## config.mk

```make
export PLATFORM = sky130hd
export DESIGN_NAME = uart_top
export DESIGN_NICKNAME = d
export VERILOG_FILES = /design/src/uart_pkg.sv /design/src/uart_baud_gen.sv /design/src/uart_fifo.sv /design/src/uart_regs.sv /design/src/uart_rx.sv /design/src/uart_top.sv /design/src/uart_tx.sv
export SDC_FILE = /design/constraint.sdc
export NUM_CORES = 1
export LEC_CHECK = 0
export BUFFER_PORTS_ARGS = -buffer_cell sky130_fd_sc_hd__buf_2
export CAP_MARGIN = 20
export CORE_ASPECT_RATIO = 0.6
export CORE_MARGIN = 2
export CORE_UTILIZATION = 57
export DETAILED_ROUTE_END_ITERATION = 16
export HOLD_SLACK_MARGIN = 0.12
export MAX_ROUTING_LAYER = met4
export PLACE_DENSITY = 0.78
export SLEW_MARGIN = 10
export SYNTH_ARGS = -nofsm -noshare
export SYNTH_HDL_FRONTEND = slang
export SYNTH_SLANG_ARGS = --single-unit
```

## constraint.sdc

```tcl
create_clock -name clk_i -period 5.6 [get_ports clk_i]
set_input_delay 1.12 -clock clk_i [delete_from_list [all_inputs] [get_ports clk_i]]
set_output_delay 1.12 -clock clk_i [all_outputs]
set_load 0.01 [all_outputs]
```

## src/uart_pkg.sv

```systemverilog
// uart shared definitions
`default_nettype none

package uart_pkg;

    // register offsets
    localparam logic [3:0] ADR_CTRL = 4'h0;
    localparam logic [3:0] ADR_STAT = 4'h4;
    localparam logic [3:0] ADR_RXD  = 4'h8;
    localparam logic [3:0] ADR_TXD  = 4'hC;

    localparam int OVERSAMPLE         = 16; // ticks per bit
    localparam int DEFAULT_FIFO_DEPTH = 4;
    localparam int DIV_W              = 16; // baud divisor width

    // bus master to slave
    typedef struct packed {
        logic [3:0]  adr;
        logic [31:0] dat;
        logic        we;
        logic        stb;
        logic        cyc;
        logic [3:0]  sel;
    } wb_req_t;

    // slave back to master
    typedef struct packed {
        logic        ack;
        logic [31:0] dat;
    } wb_rsp_t;

    // one received frame, frame_err lands in bit 8
    typedef struct packed {
        logic       frame_err;
        logic [7:0] data;
    } rx_frame_t;

endpackage

`default_nettype wire

```

## src/uart_baud_gen.sv

```systemverilog
// oversampling tick generator
`timescale 1ns/10ps
`default_nettype none

module uart_baud_gen import uart_pkg::*; (
    input  wire             clk_i,
    input  wire             rst_i,
    input  wire [DIV_W-1:0] baud_div_i,
    input  wire             div_load_i,
    output logic            tick_o
);

    logic [DIV_W-1:0] count;

    // tick period is divisor plus one clocks
    always_ff @(posedge clk_i) begin
        if (rst_i || div_load_i) begin
            count  <= '0; // restart on a new divisor
            tick_o <= 1'b0;
        end else if (count == baud_div_i) begin
            count  <= '0;
            tick_o <= 1'b1;
        end else begin
            count  <= count + 1'b1;
            tick_o <= 1'b0;
        end
    end

endmodule

`default_nettype wire

```

## src/uart_fifo.sv

```systemverilog
// synchronous fifo
`timescale 1ns/10ps
`default_nettype none

module uart_fifo #(
    parameter int  DEPTH     = 4,
    parameter type payload_t = logic [7:0]
) (
    input  wire           clk_i,
    input  wire           rst_i,
    input  wire           push_i,
    input  wire payload_t data_i,
    input  wire           pop_i,
    output payload_t      data_o,
    output logic          full_o,
    output logic          empty_o
);

    localparam int PTR_W = (DEPTH > 1) ? $clog2(DEPTH) : 1;
    localparam int CNT_W = $clog2(DEPTH + 1);

    payload_t           mem [DEPTH];
    logic [PTR_W-1:0]   wr_ptr;
    logic [PTR_W-1:0]   rd_ptr;
    logic [CNT_W-1:0]   count;
    logic               do_push;
    logic               do_pop;

    assign full_o  = (count == CNT_W'(DEPTH));
    assign empty_o = (count == '0);
    assign do_push = push_i & ~full_o;
    assign do_pop  = pop_i & ~empty_o;
    assign data_o  = mem[rd_ptr]; // head falls through

    always_ff @(posedge clk_i) begin
        if (do_push) begin
            mem[wr_ptr] <= data_i;
        end
    end

    always_ff @(posedge clk_i) begin
        if (rst_i) begin
            wr_ptr <= '0;
            rd_ptr <= '0;
            count  <= '0;
        end else begin
            if (do_push) begin
                wr_ptr <= (wr_ptr == PTR_W'(DEPTH - 1)) ? '0 : wr_ptr + 1'b1;
            end
            if (do_pop) begin
                rd_ptr <= (rd_ptr == PTR_W'(DEPTH - 1)) ? '0 : rd_ptr + 1'b1;
            end
            case ({do_push, do_pop})
                2'b10:   count <= count + 1'b1;
                2'b01:   count <= count - 1'b1;
                default: count <= count;
            endcase
        end
    end

endmodule

`default_nettype wire

```

## src/uart_regs.sv

```systemverilog
// wishbone register bank
`timescale 1ns/10ps
`default_nettype none

module uart_regs import uart_pkg::*; (
    input  wire              clk_i,
    input  wire              rst_i,
    input  wire wb_req_t     wb_req_i,
    output wb_rsp_t          wb_rsp_o,
    input  wire              tx_full_i,
    input  wire              tx_empty_i,
    input  wire              rx_full_i,
    input  wire              rx_empty_i,
    input  wire rx_frame_t   rx_head_i,
    output logic             tx_push_o,
    output logic [7:0]       tx_byte_o,
    output logic             rx_pop_o,
    output logic             tx_en_o,
    output logic             rx_en_o,
    output logic [DIV_W-1:0] baud_div_o,
    output logic             div_load_o
);

    logic        ack_q;
    logic [31:0] rdata_q;
    logic [31:0] rd_data;
    logic        accept;
    logic        ctrl_wr;

    // one request per ack, a held stb gets every other cycle
    assign accept  = wb_req_i.cyc & wb_req_i.stb & ~ack_q;
    assign ctrl_wr = accept & wb_req_i.we & (wb_req_i.adr == ADR_CTRL);

    // strobes fire in the accept cycle
    assign tx_push_o  = accept & wb_req_i.we & (wb_req_i.adr == ADR_TXD);
    assign tx_byte_o  = wb_req_i.dat[7:0];
    assign rx_pop_o   = accept & ~wb_req_i.we & (wb_req_i.adr == ADR_RXD) & ~rx_empty_i;
    assign div_load_o = ctrl_wr & (&wb_req_i.sel[3:2]); // divisor needs both upper lanes

    always_comb begin
        rd_data = '0;
        case (wb_req_i.adr)
            ADR_CTRL: begin
                rd_data = {baud_div_o, 14'b0, rx_en_o, tx_en_o};
            end
            ADR_STAT: begin
                rd_data = {28'b0, rx_full_i, rx_empty_i, tx_empty_i, tx_full_i};
            end
            ADR_RXD: begin
                if (!rx_empty_i) begin
                    rd_data = {23'b0, rx_head_i}; // head before the pop
                end
            end
            default: begin
                rd_data = '0;
            end
        endcase
    end

    always_ff @(posedge clk_i) begin
        if (rst_i) begin
            ack_q      <= 1'b0;
            tx_en_o    <= 1'b0;
            rx_en_o    <= 1'b0;
            baud_div_o <= '0;
        end else begin
            ack_q <= accept;
            if (ctrl_wr && wb_req_i.sel[0]) begin
                tx_en_o <= wb_req_i.dat[0];
                rx_en_o <= wb_req_i.dat[1];
            end
            if (div_load_o) begin
                baud_div_o <= wb_req_i.dat[31:16];
            end
        end
    end

    always_ff @(posedge clk_i) begin
        if (accept) begin
            rdata_q <= rd_data;
        end
    end

    assign wb_rsp_o = '{ack: ack_q, dat: rdata_q};

endmodule

`default_nettype wire

```

## src/uart_rx.sv

```systemverilog
// 8n1 deserializer
`timescale 1ns/10ps
`default_nettype none

module uart_rx import uart_pkg::*; (
    input  wire       clk_i,
    input  wire       rst_i,
    input  wire       tick_i,
    input  wire       rx_en_i,
    input  wire       rx_i,
    output logic      push_o,
    output rx_frame_t frame_o
);

    localparam int TW = $clog2(OVERSAMPLE);

    typedef enum logic [1:0] {
        RX_IDLE,
        RX_START,
        RX_DATA,
        RX_STOP
    } rx_state_e;

    rx_state_e     state;
    logic          rx_meta;
    logic          rx_sync;
    logic [TW-1:0] tick_cnt;
    logic [2:0]    bit_cnt;
    logic [7:0]    shreg;
    logic          bit_end;

    assign bit_end = tick_i && (tick_cnt == TW'(OVERSAMPLE - 1));

    // push on the stop sample tick itself
    assign push_o  = bit_end && (state == RX_STOP);
    assign frame_o = '{frame_err: ~rx_sync, data: shreg};

    always_ff @(posedge clk_i) begin
        if (rst_i) begin
            rx_meta <= 1'b1;
            rx_sync <= 1'b1;
        end else begin
            rx_meta <= rx_i;
            rx_sync <= rx_meta;
        end
    end

    always_ff @(posedge clk_i) begin
        if (rst_i) begin
            state    <= RX_IDLE;
            tick_cnt <= '0;
            bit_cnt  <= '0;
        end else if (tick_i) begin
            case (state)
                RX_IDLE: begin
                    if (rx_en_i && !rx_sync) begin
                        state    <= RX_START;
                        tick_cnt <= '0;
                    end
                end
                RX_START: begin
                    tick_cnt <= tick_cnt + 1'b1;
                    if (tick_cnt == TW'(OVERSAMPLE / 2 - 1)) begin // mid start bit
                        tick_cnt <= '0;
                        bit_cnt  <= '0;
                        state    <= rx_sync ? RX_IDLE : RX_DATA; // high again is a glitch
                    end
                end
                RX_DATA: begin
                    tick_cnt <= tick_cnt + 1'b1;
                    if (bit_end) begin
                        bit_cnt <= bit_cnt + 1'b1;
                        if (bit_cnt == 3'd7) begin
                            state <= RX_STOP;
                        end
                    end
                end
                RX_STOP: begin
                    tick_cnt <= tick_cnt + 1'b1;
                    if (bit_end) begin
                        state <= RX_IDLE;
                    end
                end
                default: begin
                    state <= RX_IDLE;
                end
            endcase
        end
    end

    // lsb arrives first
    always_ff @(posedge clk_i) begin
        if (bit_end && state == RX_DATA) begin
            shreg <= {rx_sync, shreg[7:1]};
        end
    end

endmodule

`default_nettype wire

```

## src/uart_top.sv

```systemverilog
// uart peripheral top level
`timescale 1ns/10ps
`default_nettype none

module uart_top import uart_pkg::*; #(
    parameter int FIFO_DEPTH = DEFAULT_FIFO_DEPTH
) (
    input  wire          clk_i,
    input  wire          rst_i,
    input  wire wb_req_t wb_req_i,
    output wb_rsp_t      wb_rsp_o,
    input  wire          uart_rx_i,
    output logic         uart_tx_o
);

    logic             tx_push;
    logic [7:0]       tx_byte;
    logic             tx_pop;
    logic [7:0]       tx_head;
    logic             tx_full;
    logic             tx_empty;
    logic             rx_push;
    rx_frame_t        rx_frame;
    logic             rx_pop;
    rx_frame_t        rx_head;
    logic             rx_full;
    logic             rx_empty;
    logic             tx_en;
    logic             rx_en;
    logic [DIV_W-1:0] baud_div;
    logic             div_load;
    logic             tick;

    uart_regs u_regs (
        .clk_i      (clk_i),
        .rst_i      (rst_i),
        .wb_req_i   (wb_req_i),
        .wb_rsp_o   (wb_rsp_o),
        .tx_full_i  (tx_full),
        .tx_empty_i (tx_empty),
        .rx_full_i  (rx_full),
        .rx_empty_i (rx_empty),
        .rx_head_i  (rx_head),
        .tx_push_o  (tx_push),
        .tx_byte_o  (tx_byte),
        .rx_pop_o   (rx_pop),
        .tx_en_o    (tx_en),
        .rx_en_o    (rx_en),
        .baud_div_o (baud_div),
        .div_load_o (div_load)
    );

    uart_baud_gen u_baud_gen (
        .clk_i      (clk_i),
        .rst_i      (rst_i),
        .baud_div_i (baud_div),
        .div_load_i (div_load),
        .tick_o     (tick)
    );

    uart_fifo #(.DEPTH(FIFO_DEPTH), .payload_t(logic [7:0])) u_tx_fifo (
        .clk_i   (clk_i),
        .rst_i   (rst_i),
        .push_i  (tx_push),
        .data_i  (tx_byte),
        .pop_i   (tx_pop),
        .data_o  (tx_head),
        .full_o  (tx_full),
        .empty_o (tx_empty)
    );

    uart_tx u_tx (
        .clk_i   (clk_i),
        .rst_i   (rst_i),
        .tick_i  (tick),
        .tx_en_i (tx_en),
        .empty_i (tx_empty),
        .data_i  (tx_head),
        .pop_o   (tx_pop),
        .tx_o    (uart_tx_o)
    );

    uart_rx u_rx (
        .clk_i   (clk_i),
        .rst_i   (rst_i),
        .tick_i  (tick),
        .rx_en_i (rx_en),
        .rx_i    (uart_rx_i),
        .push_o  (rx_push),
        .frame_o (rx_frame)
    );

    uart_fifo #(.DEPTH(FIFO_DEPTH), .payload_t(rx_frame_t)) u_rx_fifo (
        .clk_i   (clk_i),
        .rst_i   (rst_i),
        .push_i  (rx_push),
        .data_i  (rx_frame),
        .pop_i   (rx_pop),
        .data_o  (rx_head),
        .full_o  (rx_full),
        .empty_o (rx_empty)
    );

endmodule

`default_nettype wire

```

## src/uart_tx.sv

```systemverilog
// 8n1 serializer
`timescale 1ns/10ps
`default_nettype none

module uart_tx import uart_pkg::*; (
    input  wire       clk_i,
    input  wire       rst_i,
    input  wire       tick_i,
    input  wire       tx_en_i,
    input  wire       empty_i,
    input  wire [7:0] data_i,
    output logic      pop_o,
    output logic      tx_o
);

    localparam int TW = $clog2(OVERSAMPLE);

    logic          busy;
    logic [TW-1:0] tick_cnt;
    logic [3:0]    bit_cnt;  // 0 start, 1..8 data, 9 stop
    logic [8:0]    shreg;    // data then stop

    // a frame starts only from idle, tx_en does not cut one short
    assign pop_o = tick_i & ~busy & tx_en_i & ~empty_i;

    always_ff @(posedge clk_i) begin
        if (rst_i) begin
            busy     <= 1'b0;
            tx_o     <= 1'b1;
            tick_cnt <= '0;
            bit_cnt  <= '0;
        end else if (pop_o) begin
            busy     <= 1'b1;
            tx_o     <= 1'b0; // start bit
            tick_cnt <= '0;
            bit_cnt  <= '0;
        end else if (busy && tick_i) begin
            tick_cnt <= tick_cnt + 1'b1;
            if (tick_cnt == TW'(OVERSAMPLE - 1)) begin
                if (bit_cnt == 4'd9) begin
                    busy <= 1'b0; // line already high from stop
                end else begin
                    tx_o    <= shreg[0];
                    bit_cnt <= bit_cnt + 1'b1;
                end
            end
        end
    end

    always_ff @(posedge clk_i) begin
        if (pop_o) begin
            shreg <= {1'b1, data_i};
        end else if (busy && tick_i && tick_cnt == TW'(OVERSAMPLE - 1)) begin
            shreg <= {1'b1, shreg[8:1]};
        end
    end

endmodule

`default_nettype wire
```

Word level (Yosys, flattened, before mapping):

Memory sizes are Yosys's and may differ from the RTL's. A register that Yosys moved wholly into a read port is not among the register bits.
Cells that the tools add are included.

* memory bits (writable): 68
* word-level logic and storage cells: 162
* bits in registers: 119
* memories kept: 2
* input port bits: 46
* output and inout bits: 34

* bitwise operators: 25
* reduce and logical (&&, ||, !) cells: 30
* mux-type cells: 40
* add/sub/neg operators: 13
* equality and inequality tests: 28

Memories
* u_rx_fifo.mem: words 4, width 9, read ports 1, clocked after memory_dff 1, write ports 1, line uart_fifo.sv:22 `payload_t mem [DEPTH];`
* u_tx_fifo.mem: words 4, width 8, read ports 1, clocked after memory_dff 1, write ports 1, line uart_fifo.sv:22

Operators with widths (number)
* 32-bit one-hot mux with 3 select lines: 1
* 2-bit 2-to-1 mux: 14
* 4-bit equality test (second input constant): 5
* 3-bit one-hot mux with 2 select lines: 3
* 16-bit by 1-bit adder with 16-bit output (second input constant): 1
* 1-bit bitwise AND: 16
* 16-bit equality test: 1
* 2-bit equality test (second input constant): 8
* 8-bit 2-to-1 mux: 2
* 2-bit nonzero test: 7
* 1-bit 2-to-1 mux: 13
* 4-bit by 1-bit adder with 4-bit output (second input constant): 3
* 4-bit one-hot mux with 3 select lines: 1
* 2-bit by 1-bit inequality test with 1-bit output (second input constant): 5
* 3-bit by 1-bit adder with 3-bit output (second input constant): 3
* 3-bit equality test (second input constant): 3
* 9-bit 2-to-1 mux: 1
* 1-bit NOT: 9
* 3-bit AND reduction: 3
* 2-bit by 1-bit adder with 2-bit output (second input constant): 4
* 4-bit by 3-bit equality test with 1-bit output (second input constant): 2
* 4-bit 2-to-1 mux: 2
* 2-bit one-hot mux with 4 select lines: 1
* 1-bit logical AND: 7
* 13 further kinds: 21

Longest topological paths before layout:

* word-level depth: 8
* gate-level depth with buffers: 9
* gate-level depth less buffers: 9

Cells and area by module:

A second synthesis with hierarchy kept.

* cell total of the unflattened synthesis: 630
* area, all modules: 8092.8 sq um

Modules (own cells, without submodules)
* uart_regs: cells each 166, area an instance 2009.4 sq um, sequential area each 1131.1 sq um, instances 1
* uart_fifo at u_rx_fifo: cells each 101, area an instance 1790.5 sq um, sequential area each 1261.2 sq um, instances 1
* uart_fifo at u_tx_fifo: cells each 96, area an instance 1647.8 sq um, sequential area each 1141.1 sq um, instances 1
* uart_baud_gen: cells each 103, area an instance 928.4 sq um, sequential area each 340.3 sq um, instances 1
* uart_rx: cells each 78, area an instance 863.3 sq um, sequential area each 460.4 sq um, instances 1
* uart_tx: cells each 86, area an instance 853.3 sq um, sequential area each 440.4 sq um, instances 1

Least setup slack after synthesis:

OpenSTA, ideal clock, no wires.

* path kind: input -> register
* from: input port wb_req_i[40] in the netlist's numbering
* to: register u_rx_fifo.count[2]
* data arrival time: 3.102 ns
* buffers on the path: 0
* cell stages on the path: 8
* setup slack: 2.427 ns
* setup time: 0.071 ns
* data required time: 5.529 ns
* cells stage by stage: nor4b_2 > or4b_1 > inv_1 > ha_1 > fa_1 > xnor2_1 > or3_1 > a21oi_1

* cells in the longest elaborated chain, start to end: 6
* elaborated cells on any way between the ends: 8
* those cells by class: eq/ne: 3; mux: 1; bitwise: 3; reduce/logical: 1

Ends and longest elaborated chain
* start: declaration: line uart_top.sv:10 `input wire wb_req_t wb_req_i,`
* 4-bit equality test *: line uart_regs.sv:37 `assign rx_pop_o = accept & ~wb_req_i.we & (wb_req_i.adr == ADR_RXD) & ~rx_empty_i;`
* 1-bit bitwise AND * (2 in series): line uart_regs.sv:37
* 1-bit bitwise AND *: line uart_fifo.sv:32 `assign do_pop = pop_i & ~empty_o;`
* 2-bit by 1-bit equality test with 1-bit output or 2-bit equality test (tied branches): line uart_fifo.sv:53 `case ({do_push, do_pop})`
* 3-bit one-hot mux with 2 select lines or 2-bit nonzero test (tied branches)
* end signal: assignment: line uart_fifo.sv:54 `2'b10: count <= count + 1'b1;`
* end signal: assignment: line uart_fifo.sv:55 `2'b01: count <= count - 1'b1;`
* end signal: assignment: line uart_fifo.sv:56 `default: count <= count;`
* end: declaration: line uart_fifo.sv:25 `logic [CNT_W-1:0] count;`

Every way passes the cells marked *; elsewhere a longest branch is shown, timed or not.
A chain may end at the register's enable or synchronous reset.

Worst setup path in the final report:

Ends and elaborated chain as after synthesis.

==> impl_metrics.py <==
metrics = {
    "run_status": {
        "status": "completed",
    },
    "finish": {
        "post-route-cell-area_sq_mm": 0.00876,
        "count_of_antenna_diodes_in_the_layout": 0,
        "proportion_of_layout_cells_with_a_drive_suffix_above_1_pct": 21.2,
        "postLayoutCoreUtil_pct": 67.3,
        "area_growth_syn_to_layout_pct": 13.5,
        "nNetsFinal": 709,
    },
    "die": {
        "initial_utilization_pct": 59.3,
        "die_w_um": 154,
        "core-area_sq_mm": 0.0130,
        "io_pins": 80,
        "floorplan.die.height_um": 94.1,
        "floorplan.rows": 32,
        "die_area_sq_mm": 0.0145,
    },
    "sta": {
        "timing_hold_violations_final": 0,
        "worst_clock_skew_ns": 0.00827,
        "finalSetupViolCount": 0,
        "postLayoutSetupSlackWorst_ns": 2.36,
        "fin_crit_sh_pct": 57.9,
        "timing_max_transition_violations_final": 0,
        "max-slew-margin-rel_pct": 34.7,
        "tightest_slew_ns": 0.980,
        "grt_setup_unrepaired": "no",
        "maximum_clock_frequency_mhz": 309,
        "final_period_minus_worst_setup_slack_ns": 3.24,
        "tns_ns": 0,
    },
    "clocking": {
        "post_cts_resize_count": 0,
        "cts_inserted_buffers": 17,
        "cts.sink_count": 184,
        "h-tree-depth": 4,
        "clock_path_buffers": 2,
        "clkLatencyLatePin_ns": 0.43,
        "post_cts.repair.setup_buffers": 0,
        "clock_pin_slew_on_the_worst_setup_and_hold_paths_ns": 0.07,
        "clockRootBuffer": "clkbuf_16",
        "cts_tree": "built",
        "post_cts_hold_buffer_count": 0,
    },
    "synth": {
        "postSynthCellCount": 573,
        "synth-seq-area-share_pct": 61.9,
        "postSynth.topFlopCell": "edfxtp_1",
        "synth_edf_count": 109,
        "ys_types": 57,
        "yosys_warnings": 0,
        "synthesis.area_per_instance_sq_um": 13.5,
        "synth_seq_cells": 184,
        "synth-async-reset-ratio_pct": 0,
        "syn_area_sq_mm": 0.00772,
    },
    "placement": {
        "dp.final_hpwl_mm": 10.2,
        "post_dp_cell_area_sq_mm": 0.00815,
        "preCtsSetupSlack_ns": 1.98,
        "placer_s_final_routability_congestion_estimate": 0.877,
        "place.port_buffers": 63,
    },
    "grt": {
        "maximum_number_of_pins_on_one_net_before_global_route_repair": 51,
        "grt_pass1_wl_mm": 23.6,
        "number_of_global_route_vias_before_repair": 4643,
        "grt_antenna_before_repair": 0,
        "globalRouteTotalUtil_pct": 22.3,
        "gr-total-overflow": 0,
    },
    "worst_setup_path": {
        "worstPathCellList": "buf_2 > nor4b_2 > or4b_1 > inv_1 > ha_1 > fa_1 > xnor2_1 > or3_1 > a21oi_1",
        "timing.critical_path.required_ns": 5.95,
        "critPathTopFamily": "simple AND/OR/NAND/NOR gates",
        "critical-path-slowest-cell": "nor4b_2",
        "critical_path_arrival_ns": 3.59,
        "worstSetupPathType": "primary input to register",
        "timing.critical_path.to_type": "register",
        "critical_path.max_stage_delay_ns": 0.66,
        "worstPathMaxFanout": 10,
        "start_kind": "primary input",
        "critPathBufInv": 2,
    },
    "routing": {
        "route.detailed.vias_per_inst": 5.68,
        "average_wire_per_standard_cell_um": 18.0,
        "drc_errors": 0,
        "drt-pass1-iter-count": 5,
        "drt_first_iter_violations": 303,
        "route.vias.total": 4662,
        "ant_nets": 0,
        "routed_wl_mm": 14.8,
    },
    "pwr": {
        "power.ir.vdd_worst_v": 0.000236,
        "pwr_density_cell_mw_per_mm2": 308,
        "fin_total_pwr_mw": 2.70,
        "static-leakage-power_nw": 3.06,
    },
    "min_path": {
        "hold_class": "register to register",
    },
    "flow_run": {
        "timing.max_cap.violations": 0,
    },
}
[state kept, by name, summed over array words and instances (netlist names), 2 cells and up, named ones only]
register,cells
u_baud_gen.count,16
u_regs.baud_div_o,16
u_regs.rdata_q,25
u_rx.bit_cnt,3
u_rx.shreg,8
u_rx.tick_cnt,4
u_rx_fifo.count,3
u_rx_fifo.mem,36
u_rx_fifo.rd_ptr,2
u_rx_fifo.wr_ptr,2
u_tx.bit_cnt,4
u_tx.shreg,8
u_tx.tick_cnt,4
u_tx_fifo.count,3
u_tx_fifo.mem,32
u_tx_fifo.rd_ptr,2
u_tx_fifo.wr_ptr,2
[stage by stage]
stage | hold slack (ns) | std cells
3_3_place_gp | 0.395 | 788
3_5_place_dp | 0.395 | 788
6_report | 0.411 | 821
2_1_floorplan | 0.389 | 579
5_1_grt | 0.426 | 821
4_1_cts | 0.413 | 820
[placed cells by master (no fill, tap or decap), drive strengths merged, types with 3 or more instances in the layout]
cell / instances
and2: 26
mux2: 7
nor3: 24
mux4: 17
buf: 67
nor2: 51
xor2: 9
edfxtp: 109
nand2b: 4
o21bai: 3
xnor2: 29
nor2b: 3
a22oi: 4
conb: 7
or2: 4
ha: 23
dfxtp: 75
or3: 7
nand2: 18
nor3b: 3
mux2i: 30
inv: 28
clkbuf: 17
nand3: 10
nand3b: 6
o21ai: 5
a21oi: 10
clkinv: 5
nor4: 8
nand4: 12
and3: 6
[final timing paths]
| check | from | end | slack (ns) | cells after the start |
|---|---|---|---|---|
| min reg2reg | u_rx.rx_meta | u_rx.rx_sync | 0.41 | 1 |
| max reg2reg | u_rx.tick_cnt[0] | u_rx_fifo.count[2] | 2.99 | 9 |
| min | u_rx.rx_meta | u_rx.rx_sync | 0.41 | 1 |
| max | wb_req_i[40] | u_rx_fifo.count[2] | 2.36 | 9 |
[kinds of logic after synthesis]
kind of cell / after synthesis / share of synthesized area [%]
XOR/XNOR: 38 / 4.31
multiplexers: 54 / 9.88
AND/OR/NAND/NOR: 190 / 13.7
other: 1 / 0.0486
AO/OA/AOI/OAI: 34 / 2.97
buffers and inverters: 47 / 2.97
adder cells (fa/ha/maj): 25 / 4.25
flip-flops: 184 / 61.9
[where the power goes]
part	switching [mW]	internal [mW]
Sequential	0.00457	1.43
Clock	0.560	0.642
Combinational	0.0380	0.0201
Total	0.603	2.09
[layer usage]
layer,GRT usage (%),part of all wire (%)
met5,-,0
met4,7.17,1.3
met3,6.23,6.1
met2,33.1,45
met1,30.2,48
[cell type report]
class                      instances  area [sq um]
clock buffer                      17           425
tap                              170           213
multi-input combinational        348          2750
clock inverter                    15           180
fill                             912          4250
sequential                       184          4770
inverter                          20          75.1
timing repair buffer              67           345
[synthesized netlist by cell type (6+ instances only)]
cell | number | area share [%]
xor2_1 | 9 | 1.0
nand3b_1 | 6 | 0.58
edfxtp_1 | 109 | 42
xnor2_1 | 29 | 3.3
ha_1 | 23 | 3.7
dfxtp_1 | 75 | 19
nand4_1 | 11 | 0.89
nor4_1 | 6 | 0.49
buf_4 | 9 | 0.88
inv_1 | 20 | 0.97
mux2i_1 | 30 | 3.9
nand2_1 | 18 | 0.88
mux4_2 | 17 | 5.0
or3_1 | 7 | 0.57
nor3_1 | 23 | 1.5
a21oi_1 | 10 | 0.65
nand3_1 | 10 | 0.65
nor2_1 | 51 | 2.5
and3_1 | 6 | 0.49
clkbuf_1 | 12 | 0.58
mux2_2 | 7 | 1.0
and2_1 | 26 | 2.1
Note: power is estimated with default switching activity, not from simulation.
